===== src/source/serial_link_pkg.sv =====
package serial_link_pkg;

    // Width of one data word carried by a frame
    parameter int word_bits_default = 4;

    // The two wires of the link, both high when the link is idle
    typedef struct packed {
        logic scl;
        logic sda;
    } bus_lines_t;

    // Sender states, one per cycle of a frame plus the handshake steps
    typedef enum logic [2:0] {
        idle      = 3'd0,  // Lines high while waiting for req
        capture   = 3'd1,  // Word held while taken is high
        start     = 3'd2,  // sda low with scl high
        bit_low   = 3'd3,  // scl low and sda set to the next bit
        bit_high  = 3'd4,  // scl high with sda held
        stop_low  = 3'd5,
        stop_high = 3'd6,
        stop_rise = 3'd7   // sda rises with scl high
    } tx_state_t;

    // Receiver states
    typedef enum logic [1:0] {
        hunt      = 2'd0,  // Looking for a start condition
        data      = 2'd1,  // Shifting in bits on scl rising
        wait_stop = 2'd2   // All bits in and waiting for sda to rise with scl high
    } rx_state_t;

endpackage


===== src/source/frame_sender.sv =====
`timescale 1ns/100ps

module frame_sender
#(
    parameter int word_bits = serial_link_pkg::word_bits_default
)
(
    input  logic                        ack,
    input  logic                        rst,
    input  logic [word_bits-1:0]        word,
    input  logic                        req,
    output logic                        taken,
    output serial_link_pkg::bus_lines_t lines
);

    localparam int cnt_bits = $clog2(word_bits + 1);

    serial_link_pkg::tx_state_t state;
    serial_link_pkg::tx_state_t state_next;

    logic [word_bits-1:0] shift_reg;
    logic [cnt_bits-1:0]  bit_cnt;
    logic                 last_bit;
    logic                 accept;

    // A new word is only taken once the previous handshake has fully closed
    assign accept   = (state == serial_link_pkg::idle) && req && !taken;
    assign last_bit = (bit_cnt == cnt_bits'(word_bits - 1));

    always_comb
    begin
        state_next = state;
        case (state)
            serial_link_pkg::idle:
            begin
                if (accept)
                begin
                    state_next = serial_link_pkg::capture;
                end
            end
            serial_link_pkg::capture:   state_next = serial_link_pkg::start;
            serial_link_pkg::start:     state_next = serial_link_pkg::bit_low;
            serial_link_pkg::bit_low:   state_next = serial_link_pkg::bit_high;
            serial_link_pkg::bit_high:
            begin
                if (last_bit)
                begin
                    state_next = serial_link_pkg::stop_low;
                end
                else
                begin
                    state_next = serial_link_pkg::bit_low;
                end
            end
            serial_link_pkg::stop_low:  state_next = serial_link_pkg::stop_high;
            serial_link_pkg::stop_high: state_next = serial_link_pkg::stop_rise;
            serial_link_pkg::stop_rise: state_next = serial_link_pkg::idle;
            default:                    state_next = serial_link_pkg::idle;
        endcase
    end

    // Line levels follow directly from the state and the current MSB
    always_comb
    begin
        lines.scl = 1'b1;
        lines.sda = 1'b1;
        case (state)
            serial_link_pkg::start:
            begin
                lines.sda = 1'b0;
            end
            serial_link_pkg::bit_low:
            begin
                lines.scl = 1'b0;
                lines.sda = shift_reg[word_bits-1];
            end
            serial_link_pkg::bit_high:
            begin
                lines.sda = shift_reg[word_bits-1];  // Held while scl is high
            end
            serial_link_pkg::stop_low:
            begin
                lines.scl = 1'b0;
                lines.sda = 1'b0;
            end
            serial_link_pkg::stop_high:
            begin
                lines.sda = 1'b0;
            end
            default:
            begin
                lines.scl = 1'b1;  // Idle, capture and the stop rise
            end
        endcase
    end

    always_ff @(posedge ack or negedge rst)
    begin
        if (!rst)
        begin
            state   <= serial_link_pkg::idle;
            taken   <= 1'b0;
            bit_cnt <= '0;
        end
        else
        begin
            state <= state_next;

            if (accept)
            begin
                taken <= 1'b1;
            end
            else if (taken && !req)
            begin
                taken <= 1'b0;  // May drop while the frame is still running
            end

            if (state == serial_link_pkg::capture)
            begin
                bit_cnt <= '0;
            end
            else if (state == serial_link_pkg::bit_high)
            begin
                bit_cnt <= bit_cnt + 1'b1;
            end
        end
    end

    // Word is loaded on acceptance and shifted out MSB first
    always_ff @(posedge ack)
    begin
        if (accept)
        begin
            shift_reg <= word;
        end
        else if (state == serial_link_pkg::bit_high)
        begin
            shift_reg <= shift_reg << 1;
        end
    end

endmodule


===== src/source/frame_receiver.sv =====
`timescale 1ns/100ps

module frame_receiver
#(
    parameter int word_bits = serial_link_pkg::word_bits_default
)
(
    input  logic                        ack,
    input  logic                        rst,
    input  serial_link_pkg::bus_lines_t lines,
    output logic [word_bits-1:0]        rx_word,
    output logic                        rx_valid
);

    localparam int cnt_bits = $clog2(word_bits + 1);

    serial_link_pkg::rx_state_t  state;
    serial_link_pkg::bus_lines_t prev_lines;

    logic [cnt_bits-1:0] bit_cnt;
    logic                scl_rise;
    logic                start_seen;
    logic                stop_seen;
    logic                shift_en;

    assign scl_rise   = !prev_lines.scl && lines.scl;
    // Start and stop are the only sda edges allowed while scl stays high
    assign start_seen = prev_lines.scl && lines.scl && prev_lines.sda && !lines.sda;
    assign stop_seen  = prev_lines.scl && lines.scl && !prev_lines.sda && lines.sda;
    assign shift_en   = (state == serial_link_pkg::data) && !start_seen && scl_rise;

    always_ff @(posedge ack or negedge rst)
    begin
        if (!rst)
        begin
            prev_lines <= '1;  // Idle high, so no false start after reset
            state      <= serial_link_pkg::hunt;
            bit_cnt    <= '0;
            rx_valid   <= 1'b0;
        end
        else
        begin
            prev_lines <= lines;
            rx_valid   <= 1'b0;
            case (state)
                serial_link_pkg::hunt:
                begin
                    if (start_seen)
                    begin
                        state   <= serial_link_pkg::data;
                        bit_cnt <= '0;
                    end
                end
                serial_link_pkg::data:
                begin
                    if (start_seen)
                    begin
                        bit_cnt <= '0;  // Repeated start begins the word again
                    end
                    else if (scl_rise)
                    begin
                        bit_cnt <= bit_cnt + 1'b1;
                        if (bit_cnt == cnt_bits'(word_bits - 1))
                        begin
                            state <= serial_link_pkg::wait_stop;
                        end
                    end
                end
                serial_link_pkg::wait_stop:
                begin
                    if (stop_seen)
                    begin
                        state    <= serial_link_pkg::hunt;
                        rx_valid <= 1'b1;
                    end
                    else if (start_seen)
                    begin
                        state   <= serial_link_pkg::data;
                        bit_cnt <= '0;
                    end
                end
                default:
                begin
                    state <= serial_link_pkg::hunt;
                end
            endcase
        end
    end

    // Bits arrive MSB first, so the first one ends up on top
    always_ff @(posedge ack)
    begin
        if (shift_en)
        begin
            rx_word <= (rx_word << 1) | word_bits'(lines.sda);
        end
    end

endmodule


===== src/source/line_decoder.sv =====
`timescale 1ns/100ps

module line_decoder
#(
    parameter int word_bits = serial_link_pkg::word_bits_default
)
(
    input  logic                      ack,
    input  logic                      rst,
    input  logic [word_bits-1:0]      rx_word,
    input  logic                      rx_valid,
    output logic [2**word_bits-1:0]   out_lines,
    output logic                      out_valid
);

    localparam int line_count = 2 ** word_bits;

    logic [line_count-1:0] one_hot;

    always_comb
    begin
        one_hot          = '0;
        one_hot[rx_word] = 1'b1;
    end

    // The selected line stays high until the next word replaces it
    always_ff @(posedge ack or negedge rst)
    begin
        if (!rst)
        begin
            out_lines <= '0;
            out_valid <= 1'b0;
        end
        else
        begin
            out_valid <= rx_valid;
            if (rx_valid)
            begin
                out_lines <= one_hot;
            end
        end
    end

endmodule


===== src/source/serial_link_top.sv =====
`timescale 1ns/100ps

module serial_link_top
#(
    parameter int word_bits = serial_link_pkg::word_bits_default
)
(
    input  logic                        ack,
    input  logic                        rst,
    input  logic [word_bits-1:0]        word,
    input  logic                        req,
    output logic                        taken,
    output serial_link_pkg::bus_lines_t lines,
    output logic [2**word_bits-1:0]     out_lines,
    output logic                        out_valid
);

    logic [word_bits-1:0] rx_word;
    logic                 rx_valid;

    // Turns each handshaked word into one frame on the link
    frame_sender #(
        .word_bits (word_bits)
    ) u_frame_sender (
        .ack   (ack),
        .rst   (rst),
        .word  (word),
        .req   (req),
        .taken (taken),
        .lines (lines)
    );

    // Listens on the same lines, which are also brought out for observation
    frame_receiver #(
        .word_bits (word_bits)
    ) u_frame_receiver (
        .ack      (ack),
        .rst      (rst),
        .lines    (lines),
        .rx_word  (rx_word),
        .rx_valid (rx_valid)
    );

    line_decoder #(
        .word_bits (word_bits)
    ) u_line_decoder (
        .ack       (ack),
        .rst       (rst),
        .rx_word   (rx_word),
        .rx_valid  (rx_valid),
        .out_lines (out_lines),
        .out_valid (out_valid)
    );

endmodule


===== config.mk =====
export PLATFORM = sky130hd
export DESIGN_NAME = serial_link_top
export DESIGN_NICKNAME = d
export VERILOG_FILES = /design/src/source/serial_link_pkg.sv /design/src/source/frame_sender.sv /design/src/source/frame_receiver.sv /design/src/source/line_decoder.sv /design/src/source/serial_link_top.sv
export SDC_FILE = /design/constraint.sdc
export NUM_CORES = 1
export LEC_CHECK = 0
export BUFFER_PORTS_ARGS = -buffer_cell sky130_fd_sc_hd__buf_2
export CAP_MARGIN = 20
export CORE_MARGIN = 1
export CORE_UTILIZATION = 30
export DETAILED_ROUTE_END_ITERATION = 12
export PLACE_DENSITY = 0.52
export SKIP_LAST_GASP = 1
export SLEW_MARGIN = 10
export SYNTH_ARGS = -nofsm -noshare
export SYNTH_HDL_FRONTEND = slang
export SYNTH_HIERARCHICAL = 1
export SYNTH_SLANG_ARGS = --single-unit
export TNS_END_PERCENT = 5

===== constraint.sdc =====
create_clock -name ack -period 3.9 [get_ports ack]
set_clock_uncertainty 0.05 [all_clocks]
set_input_delay 0.78 -clock ack [delete_from_list [all_inputs] [get_ports ack]]
set_output_delay 0.78 -clock ack [all_outputs]
set_load 0.05 [all_outputs]

==> flow_summary_export.csv, run 1 <==
group,metric,value,unit
status,status,"complete, no violations",
min_path,min_path_cells,1,
floorplan,start_util,31.6,%
clock_tree,clockRootBuffer,"clkbuf_8",
critical_path,slowest_stage,"o21ai_0",
sta,finalSetupViolations,0,
min_path,min_path_type,"reg -> reg",
floorplan,die_x,81.4,um
critical_path,cp_max_fo,13,
sta,fin_setup_tns,0,ps
clock_tree,post_cts_resized,0,
floorplan,die_h,81.4,um
sta,worstMarginPinSlew,923,ps
critical_path,cp_top_family,"compound AO/OA/AOI/OAI gates",
clock_tree,clk_pin_slew,70,ps
placed_design,gp_congestion,0.803,
placed_design,place_ws,1270,ps
pwr,p_switching,567,uW
route,wl_per_cell,14.0,um
sta,fmax,0.348,GHz
synth,ys_ff_latch,40,
critical_path,end_kind,"output port",
sta,finalCritPeriodShare,73.7,%
route,wl_met3,186,um
grt,grt_overflow,0,
grt,grt_usage,12.5,%
pwr,p_clk_share,17.3,%
clock_tree,clkSinkCount,40,
route,routed.top_layer,"met4",
pwr,ir_drop,0.000407,V
pwr,combPwrFrac,37.4,%
pwr,pwr-share-seq,45.3,%
synth,yosysSeqAreaShare,55.2,%
clock_tree,clkLatencyLatePin,280,ps
grt,grt_max_degree,33,
grt,grt_pass1_wl,5.98,mm
route,wl_met1,1.64,mm
critical_path,crit_cells,4,
grt,grt_pass1_vias,1240,
route,first_pass_iters,4,
clock_tree,cts_buffer_depth,2,
synth,synth_flop_cell,"dfrtp_1",
pwr,p_per_area,685,nW/um^2
route,totalWireLength,3.57,mm
placed_design,hpwlAfterDp,2.58,mm
critical_path,criticalPathCategory,"reg -> out",
floorplan,die_area,6620,um^2
grt,antenna_found_initial,0,
clock_tree,h-tree-depth,2,
final_layout,final_cell_mix,"dfrtp_1 (30), buf_2 (26), nor2b_1 (17)",
final_layout,area_growth,14.0,%
sta,rsz0062_at_grt,"false",
pwr,leakage,0.00108,uW
route,antenna_left,0,
critical_path,path_cells,"inv_1 -> a21oi_1 -> o21ai_0 -> buf_2",
sta,setup_ws,1020,ps
route,vias_per_cell,4.86,
clock_tree,cts_setup_buffers,0,
placed_design,io_buffers,26,
run,drv_cap,0,
sta,slew_headroom,38.5,%
pwr,p_int,909,uW
clock_tree,cts-hold-fix-buffers,0,
final_layout,layout.nets,191,
synth,syn_nets,163,
synth,yosys_warnings,6,
critical_path,reg2regPathDepth,6,
synth,synthArstFlopShare,80.0,%
critical_path,slowest_delay,650,ps
critical_path,cp.required,3070,ps
sta,fin_crit,2880,ps
critical_path,crit_buf_inv,2,
synth,avgSynthCellArea,12.4,um^2
clock_tree,cts_buffers,5,
sta,hold_viol,0,
critical_path,worstPathArrival,2050,ps
final_layout,layout.cells.non_filler,255,
final_layout,final_layout_size_suffix_gt1_share,29.4,%
floorplan,coreArea,5990,um^2
sta,drv_slew,0,
synth,syn_inst,152,
pwr,swShare,38.4,%
route,drc,0,
final_layout,n_antenna_cell,0,
route,vias,1239,
route,drt_iter0_drc,30,
route,met2WireLength,1.70,mm
synth,synth_edf_count,8,
final_layout,largest_register_ffs,16,
synth,synth_cell_types,42,
floorplan,rows,28,
floorplan,io_pins,27,
critical_path,critPathLaunchType,"flip-flop",
synth,syn_area,1890,um^2
final_layout,final_common_cell,"dfrtp_1",
placed_design,dpl.cell_count,248,
clock_tree,cts_tree,"yes",
[worst paths after layout]
path,startpoint,end,slack [ps]
max,u_frame_sender/state[2],lines[0],1020
max in group asynchronous,rst,u_frame_receiver/bit_cnt[1],2840
min reg2reg,u_frame_receiver/bit_cnt[0],u_frame_receiver/bit_cnt[0],450
min in group asynchronous,rst,u_line_decoder/out_lines[6],500
max reg2reg,u_frame_sender/state[2],u_frame_receiver/bit_cnt[1],1520
min,u_frame_receiver/bit_cnt[0],u_frame_receiver/bit_cnt[0],450
[worst reg2reg max path, delay by kind of cell (launching register included)]
| family | cells | cell delay (ps) |
|---|---|---|
| flops | 1 | 600 |
| simple gates | 1 | 300 |
| mux | 1 | 330 |
| buf+inv | 1 | 110 |
| compound gates | 3 | 870 |
[synthesized netlist by cell type, drive strengths merged (2+ instances only)]
library cell	count	share of area, %
dfrtp	30	40
nor2b	19	6.6
a31o	9	4.2
inv	9	1.8
edfxtp	8	13
o21ai	8	2.1
a41o	6	3.2
nand2b	6	2.4
nor2	6	1.3
buf	5	1.9
nand2	5	0.99
a21oi	4	1.1
ha	4	2.6
mux2	4	3.2
mux2i	4	2.1
and2	3	1.1
a22o	2	0.93
and2b	2	1.1
dfstp	2	2.8
nor4bb	2	1.1
[logic make-up after synthesis]
group	after synthesis	share of synthesized area, %
and+or+nand+nor	49	17.2
DFF	40	55.2
AOI/OAI and AO/OA	35	15.0
buffers and inverters	14	3.71
muxes	8	5.29
adders and majority gates	4	2.65
xor gates and xnor gates	2	0.927
[power by group through the flow]
stage | sequential, uW | clock [uW] | combinational (uW)
floorplan | 641 | 0 | 470
global placement | 669 | 0 | 539
detailed placement | 675 | 0 | 563
CTS | 669 | 266 | 562
global route | 687 | 286 | 616
finish | 669 | 255 | 552
[metal layers]
| metal | GRT usage, % | up-vias |
|---|---|---|
| li1 | - | 599 |
| met1 | 15.1 | 604 |
| met2 | 20.3 | 32 |
| met3 | 4.49 | 4 |
| met4 | 4.82 | 0 |
| met5 | 0 | - |
[area by class of cell]
cell class	count	area, um^2
fill	596	3830
clock inverter	1	5.00
timing repair buffer	26	130
clock buffer	6	72.6
sequential	40	1040
multi-input combinational	98	777
tap	75	93.8
inverter	9	33.8
[per-stage QoR]
stage / power [uW] / util [%] / cell area, um^2 / hold slack (ps)
2_1_floorplan: 1110 / - / 1890 / 360
3_3_place_gp: 1210 / 34.7 / 2080 / 422
3_5_place_dp: 1240 / 34.7 / 2080 / 435
4_1_cts: 1500 / 36.0 / 2160 / 455
5_1_grt: 1590 / 36.0 / 2160 / 478
6_report: 1480 / 36.0 / 2160 / 447
No activity file was read; power rests on OpenSTA's default activity.
==> run 2, diff against run 1 <==
--- a/config.mk
+++ b/config.mk
@@ -5,12 +5,13 @@
 export SDC_FILE = /design/constraint.sdc
 export NUM_CORES = 1
 export LEC_CHECK = 0
+export ABC_AREA = 1
 export BUFFER_PORTS_ARGS = -buffer_cell sky130_fd_sc_hd__buf_2
 export CAP_MARGIN = 20
 export CORE_MARGIN = 1
 export CORE_UTILIZATION = 30
 export DETAILED_ROUTE_END_ITERATION = 12
-export PLACE_DENSITY = 0.52
+export PLACE_DENSITY = 0.54
 export SKIP_LAST_GASP = 1
 export SLEW_MARGIN = 10
 export SYNTH_ARGS = -nofsm -noshare
==> constraint.sdc (replaced) <==
create_clock -name ack -period 2.6 [get_ports ack]
set_clock_uncertainty 0.05 [all_clocks]
set_input_delay 0.52 -clock ack [delete_from_list [all_inputs] [get_ports ack]]
set_output_delay 0.52 -clock ack [all_outputs]
set_load 0.05 [all_outputs]
==> run 2 against run 1 <==
  * Flip-flop and latch count unchanged
  * Global-route usage shrank 0.33 points
  * Register-to-register slack got worse by 700 ps
  * Sequential power rose by 57%
  * Die area shrank 3.5%
  * Non-clock buffer count is the same
  * Clock power increased by 54%
  * Area after synthesis shrank 3.6%
  * Synthesized cell count up 29%
==> flow_summary_export.csv, run 2 <==
group,metric,value,unit
grt,grt_overflow,0,
sta,rsz0062_at_grt,"false",
synth,netlist_top_cells_area,"dfrtp_1 (41%), edfxtp_1 (13%), nand2_1 (12%)",
grt,grt_use_met3,3.77,%
synth,synth_compound_area_share,6.11,%
clock_tree,clkSinkCount,40,
final_layout,final_common_cell,"nand2_1",
route,wl_per_cell,11.1,um
synth,syn_area,1820,um^2
clock_tree,cts_buffers,5,
clock_tree,h-tree-depth,2,
grt,grt_usage,12.2,%
synth,synthTopCellsByCount,"nand2_1 (60), dfrtp_1 (30), inv_1 (24)",
critical_path,critPathLaunchType,"flip-flop",
synth,synth_mux_area_share,0,%
sta,fmax,0.460,GHz
final_layout,layout.cells.non_filler,302,
status,status,"complete, no violations",
pwr,ir_drop,0.000526,V
grt,grt_max_degree,33,
final_layout,area_growth,15.2,%
sta,fin_setup_tns,0,ps
sta,drv_slew,0,
grt,busiest_layer,"met2",
synth,synth-simple-area-share,26.9,%
final_layout,final_cell_mix,"nand2_1 (60), dfrtp_1 (30), buf_2 (26)",
floorplan,start_util,31.0,%
critical_path,end_kind,"output port",
placed_design,dpl.cell_count,295,
clock_tree,cts_setup_buffers,0,
synth,ys_ff_latch,40,
sta,fin_crit,2170,ps
pwr,leakage,0.00112,uW
synth,synthArstFlopShare,80.0,%
floorplan,coreArea,5890,um^2
grt,met1_usage,15.7,%
sta,finalSetupViolations,0,
synth,netlist.area_leader.share,41.2,%
synth,syn_nets,207,
critical_path,criticalPathCategory,"reg -> out",
min_path,min_path_type,"in -> async",
critical_path,cp.required,2030,ps
route,vias,1326,
route,antenna_left,0,
route,first_pass_iters,4,
synth,synth_edf_count,8,
clock_tree,cts_tree,"yes",
placed_design,gp_congestion,0.781,
synth,yosys_warnings,6,
synth,synth_top_family_by_area,"simple AND/OR/NAND/NOR gates",
synth,synthAdderAreaFrac,2.75,%
sta,worstMarginPinSlew,714,ps
critical_path,worstPathArrival,1600,ps
route,vias_per_cell,4.39,
grt,antenna_found_initial,0,
placed_design,io_buffers,26,
sta,slew_headroom,52.4,%
clock_tree,cts-hold-fix-buffers,0,
synth,avgSynthCellArea,9.30,um^2
final_layout,n_antenna_cell,0,
route,drt_iter0_drc,41,
floorplan,die_x,80.0,um
clock_tree,post_cts_resized,0,
pwr,p_per_area,1260,nW/um^2
grt,met2_usage,19.1,%
route,drc,0,
synth,synth-xor-area-share,0,%
floorplan,die_h,80.0,um
route,totalWireLength,3.36,mm
floorplan,rows,28,
clock_tree,clkLatencyLatePin,280,ps
critical_path,cp_max_fo,7,
grt,grt_pass1_vias,1280,
synth,syn_inst,196,
sta,finalCritPeriodShare,83.5,%
grt,grt_pass1_wl,5.89,mm
synth,yosysTopAreaCell,"dfrtp_1",
placed_design,hpwlAfterDp,2.41,mm
clock_tree,clk_pin_slew,70,ps
final_layout,layout.nets,238,
synth,synth_flop_cell,"dfrtp_1",
run,drv_cap,0,
floorplan,die_area,6390,um^2
sta,hold_viol,0,
clock_tree,cts_buffer_depth,2,
final_layout,final_layout_size_suffix_gt1_share,22.5,%
final_layout,largest_register_ffs,16,
clock_tree,clockRootBuffer,"clkbuf_8",
synth,yosysSeqAreaShare,57.2,%
synth,synth_most_common_cell,"nand2_1",
floorplan,io_pins,27,
synth,synth_cell_types,26,
-- run 2: cell count changes in the layout (fill, tap and decap cells not counted), moves of 4 or more --
| cell | previous run | this run |
|---|---|---|
| nand2_1 | 5 | 60 |
| nor2b_1 | 17 | 0 |
| inv_1 | 9 | 24 |
| nand3_1 | 0 | 15 |
| nor2_1 | 5 | 12 |
| a41o_1 | 6 | 0 |
| a31o_1 | 5 | 0 |
| nand2b_1 | 5 | 0 |
| a31o_2 | 4 | 0 |
| mux2_4 | 4 | 0 |
| mux2i_1 | 4 | 0 |
-- run 2: final timing paths --
check                                       startpoint                           end  slack [ps]  cells past startpoint
min                                                rst  u_line_decoder/out_lines[13]         230                      1
max                            u_frame_sender/state[0]                      lines[0]         430                      6
max in group asynchronous                          rst     u_frame_sender/bit_cnt[1]        1810                      1
min in group ack           u_line_decoder/out_lines[9]   u_line_decoder/out_lines[9]         430                      2
max reg2reg                    u_frame_sender/state[2]   u_frame_receiver/rx_word[2]         820                      7
min reg2reg                u_line_decoder/out_lines[9]   u_line_decoder/out_lines[9]         430                      2
-- run 2: stage by stage --
stage / total power [uW] / utilization, % / hold WS [ps] / area (um^2) / worst slack (ps)
floorplan: 2020 / - / 174 / 1820 / 325
global placement: 2270 / 34.4 / 410 / 2020 / 739
detailed placement: 2290 / 34.4 / 415 / 2020 / 715
CTS: 2690 / 35.7 / 253 / 2100 / 385
global route: 2870 / 35.7 / 286 / 2100 / 248
finish: 2650 / 35.7 / 232 / 2100 / 428
-- run 2: cell type report --
class,instances,area [um^2]
tap,75,93.8
clock inverter,1,5.00
clock buffer,6,72.6
inverter,27,103
fill,628,3790
sequential,40,1040
multi-input combinational,127,652
timing repair buffer,26,130
-- run 2: cell families (layout without fill, tap and decap cells) --
group                    after synthesis  in the layout
AND/OR/NAND/NOR                      105            105
flip-flops                            40             40
buffers and inverters                 29             60
AO/OA/AOI/OAI                         18             18
adder cells (fa/ha/maj)                4              4
-- run 2: per-layer routing --
layer / vias up / wire, um
met3: 2 / 103
met4: 0 / 34
li1: 683 / -
met5: - / 0
met1: 619 / 1710
met2: 22 / 1510
-- run 2: power by group --
group          switching (uW)  total, uW  internal [uW]
registers                 166       1050            880
clock network             209        392            183
logic                     909       1210            304
-- run 2: critical path: stages (launching register included) --
cell and delay [ps]:
dfrtp_1 450, nor2_4 240, nand2_4 100, nand2_1 70, nand2_1 40, nand2_1 130, buf_2 290
==> run 3, diff against run 2 <==
--- a/config.mk
+++ b/config.mk
@@ -11,7 +11,7 @@
 export CORE_MARGIN = 1
 export CORE_UTILIZATION = 30
 export DETAILED_ROUTE_END_ITERATION = 12
-export PLACE_DENSITY = 0.54
+export PLACE_DENSITY = 0.52
 export SKIP_LAST_GASP = 1
 export SLEW_MARGIN = 10
 export SYNTH_ARGS = -nofsm -noshare
==> constraint.sdc (replaced) <==
create_clock -name ack -period 2.2 [get_ports ack]
set_clock_uncertainty 0.05 [all_clocks]
set_input_delay 0.44 -clock ack [delete_from_list [all_inputs] [get_ports ack]]
set_output_delay 0.44 -clock ack [all_outputs]
set_load 0.05 [all_outputs]
==> run 3 against run 2 <==
  * Clock power rose by 20%
  * Combinational power increased by 21%
  * Register-to-register slack lost 390 ps
  * Routed wire length decreased by 4.4%
  * Worst setup slack got worse by 280 ps
  * Via count is 0.60% higher
  * Critical endpoint is now lines[1]
  * Flip-flop and latch count is the same
  * Total power grew 19%
  * Cell count is 0.66% higher
  * Global-route usage down 0.68 points
  * Critical path depth down 2
==> flow_summary_export.csv, run 3 (synthesis results as in run 2) <==
group,metric,value,unit
grt,busiest_layer,"met2",
pwr,p_per_area,1490,nW/um^2
grt,grt_max_degree,33,
final_layout,final_layout_size_suffix_gt1_share,23.6,%
route,vias_per_cell,4.39,
clock_tree,h-tree-depth,2,
grt,met2_usage,18.4,%
route,drc,0,
grt,grt_pass1_vias,1274,
route,first_pass_iters,4,
grt,grt_usage,11.5,%
pwr,ir_drop,0.000579,V
critical_path,worstPathArrival,1560,ps
final_layout,layout.nets,239,
critical_path,path_cells,"inv_2 -> nand3_2 -> a21boi_2 -> buf_2",
grt,grt_overflow,0,
sta,slew_headroom,51.6,%
floorplan,coreArea,5890,um^2
critical_path,crit_buf_inv,2,
grt,grt_use_met3,2.74,%
run,drv_cap,0,
sta,hold_viol,0,
sta,worstMarginPinSlew,726,ps
final_layout,finalInstanceArea,2120,um^2
min_path,min_path_type,"in -> async",
final_layout,area_growth,16.3,%
critical_path,cp_max_fo,7,
floorplan,die_area,6390,um^2
clock_tree,cts_tree,"yes",
grt,met1_usage,14.9,%
status,status,"complete, no violations",
placed_design,hpwlAfterDp,2.34,mm
sta,finalCritPeriodShare,93.2,%
sta,fin_setup_tns,0,ps
pwr,leakage,0.00112,uW
clock_tree,clkSinkCount,40,
final_layout,largest_register_ffs,16,
route,vias,1334,
clock_tree,clk_pin_slew,80,ps
floorplan,io_pins,27,
route,antenna_left,0,
route,wl_per_cell,10.6,um
floorplan,start_util,31.0,%
final_layout,n_antenna_cell,0,
sta,fmax,0.488,GHz
critical_path,slowest_stage,"dfrtp_1",
clock_tree,cts_buffers,5,
clock_tree,cts_buffer_depth,2,
sta,fin_crit,2050,ps
sta,rsz0062_at_grt,"false",
sta,setup_ws,150,ps
clock_tree,clockRootBuffer,"clkbuf_8",
final_layout,fin_util,36.0,%
floorplan,rows,28,
critical_path,criticalPathCategory,"reg -> out",
route,totalWireLength,3.21,mm
placed_design,gp_congestion,0.771,
grt,grt_pass1_wl,5.70,mm
sta,drv_slew,0,
final_layout,nFillCells,612,
critical_path,cp_top_family,"flip-flops",
sta,finalSetupViolations,0,
placed_design,place_ws,362,ps
floorplan,die_h,80.0,um
clock_tree,clkLatencyLatePin,280,ps
critical_path,slowest_delay,480,ps
floorplan,die_x,80.0,um
critical_path,critPathLaunchType,"flip-flop",
final_layout,final_cell_mix,"nand2_1 (60), dfrtp_1 (30), buf_2 (25)",
grt,antenna_found_initial,0,
route,drt_iter0_drc,106,
critical_path,end_kind,"output port",
placed_design,io_buffers,26,
placed_design,postPlaceCellArea,2030,um^2
critical_path,cp.required,1710,ps
final_layout,final_common_cell,"nand2_1",
-- run 3: through the flow --
step	hold slack, ps	total power (uW)	std cells
after floorplan	94.4	2390	196
after global placement	411	2700	295
after detailed placement	416	2710	295
after CTS	181	3190	303
after global routing	225	3410	304
final	156	3160	304
-- run 3: path summary, 6_finish.rpt --
path	startpoint	to	slack, ps	depth (start not counted)
setup / recovery	u_frame_sender/state[2]	lines[1]	150	4
hold / removal	rst	u_line_decoder/out_lines[10]	160	1
setup reg to reg	u_frame_sender/state[2]	u_frame_receiver/bit_cnt[1]	430	10
hold reg to reg	u_line_decoder/out_lines[4]	u_line_decoder/out_lines[4]	430	2
max in group asynchronous	rst	u_frame_sender/bit_cnt[0]	1470	1
min in group ack	req	u_frame_sender/taken	380	3
-- run 3: where the power goes --
group	switching (uW)	leakage, uW	total (uW)	internal [uW]
clock	248	0.0000412	470	222
combinational	1090	0.000583	1470	381
sequential	188	0.000499	1230	1040
total	1520	0.00112	3160	1640
-- run 3: layout make-up --
class                           count  area [um^2]  share of cell area [%]
Inverter                           27          103                    4.84
Clock buffer                        6         72.6                    3.42
Timing Repair Buffer               27          140                    6.61
Sequential cell                    40         1040                    49.2
Tap cell                           75         93.8                    4.42
Clock inverter                      2         12.5                   0.590
Multi-Input combinational cell    127          656                    30.9
-- run 3: what timing repair did --
item | in CTS | in global routing
resized for setup | 0 | 1
buffers inserted | 0 | 1
setup endpoints to repair | 0 | 1
hold buffers | 0 | 0
-- run 3: per-layer routing --
layer	share of wire, %	up-vias
li1	-	686
met1	49	617
met2	46	29
met3	3.6	2
met4	1.1	0
met5	0	-
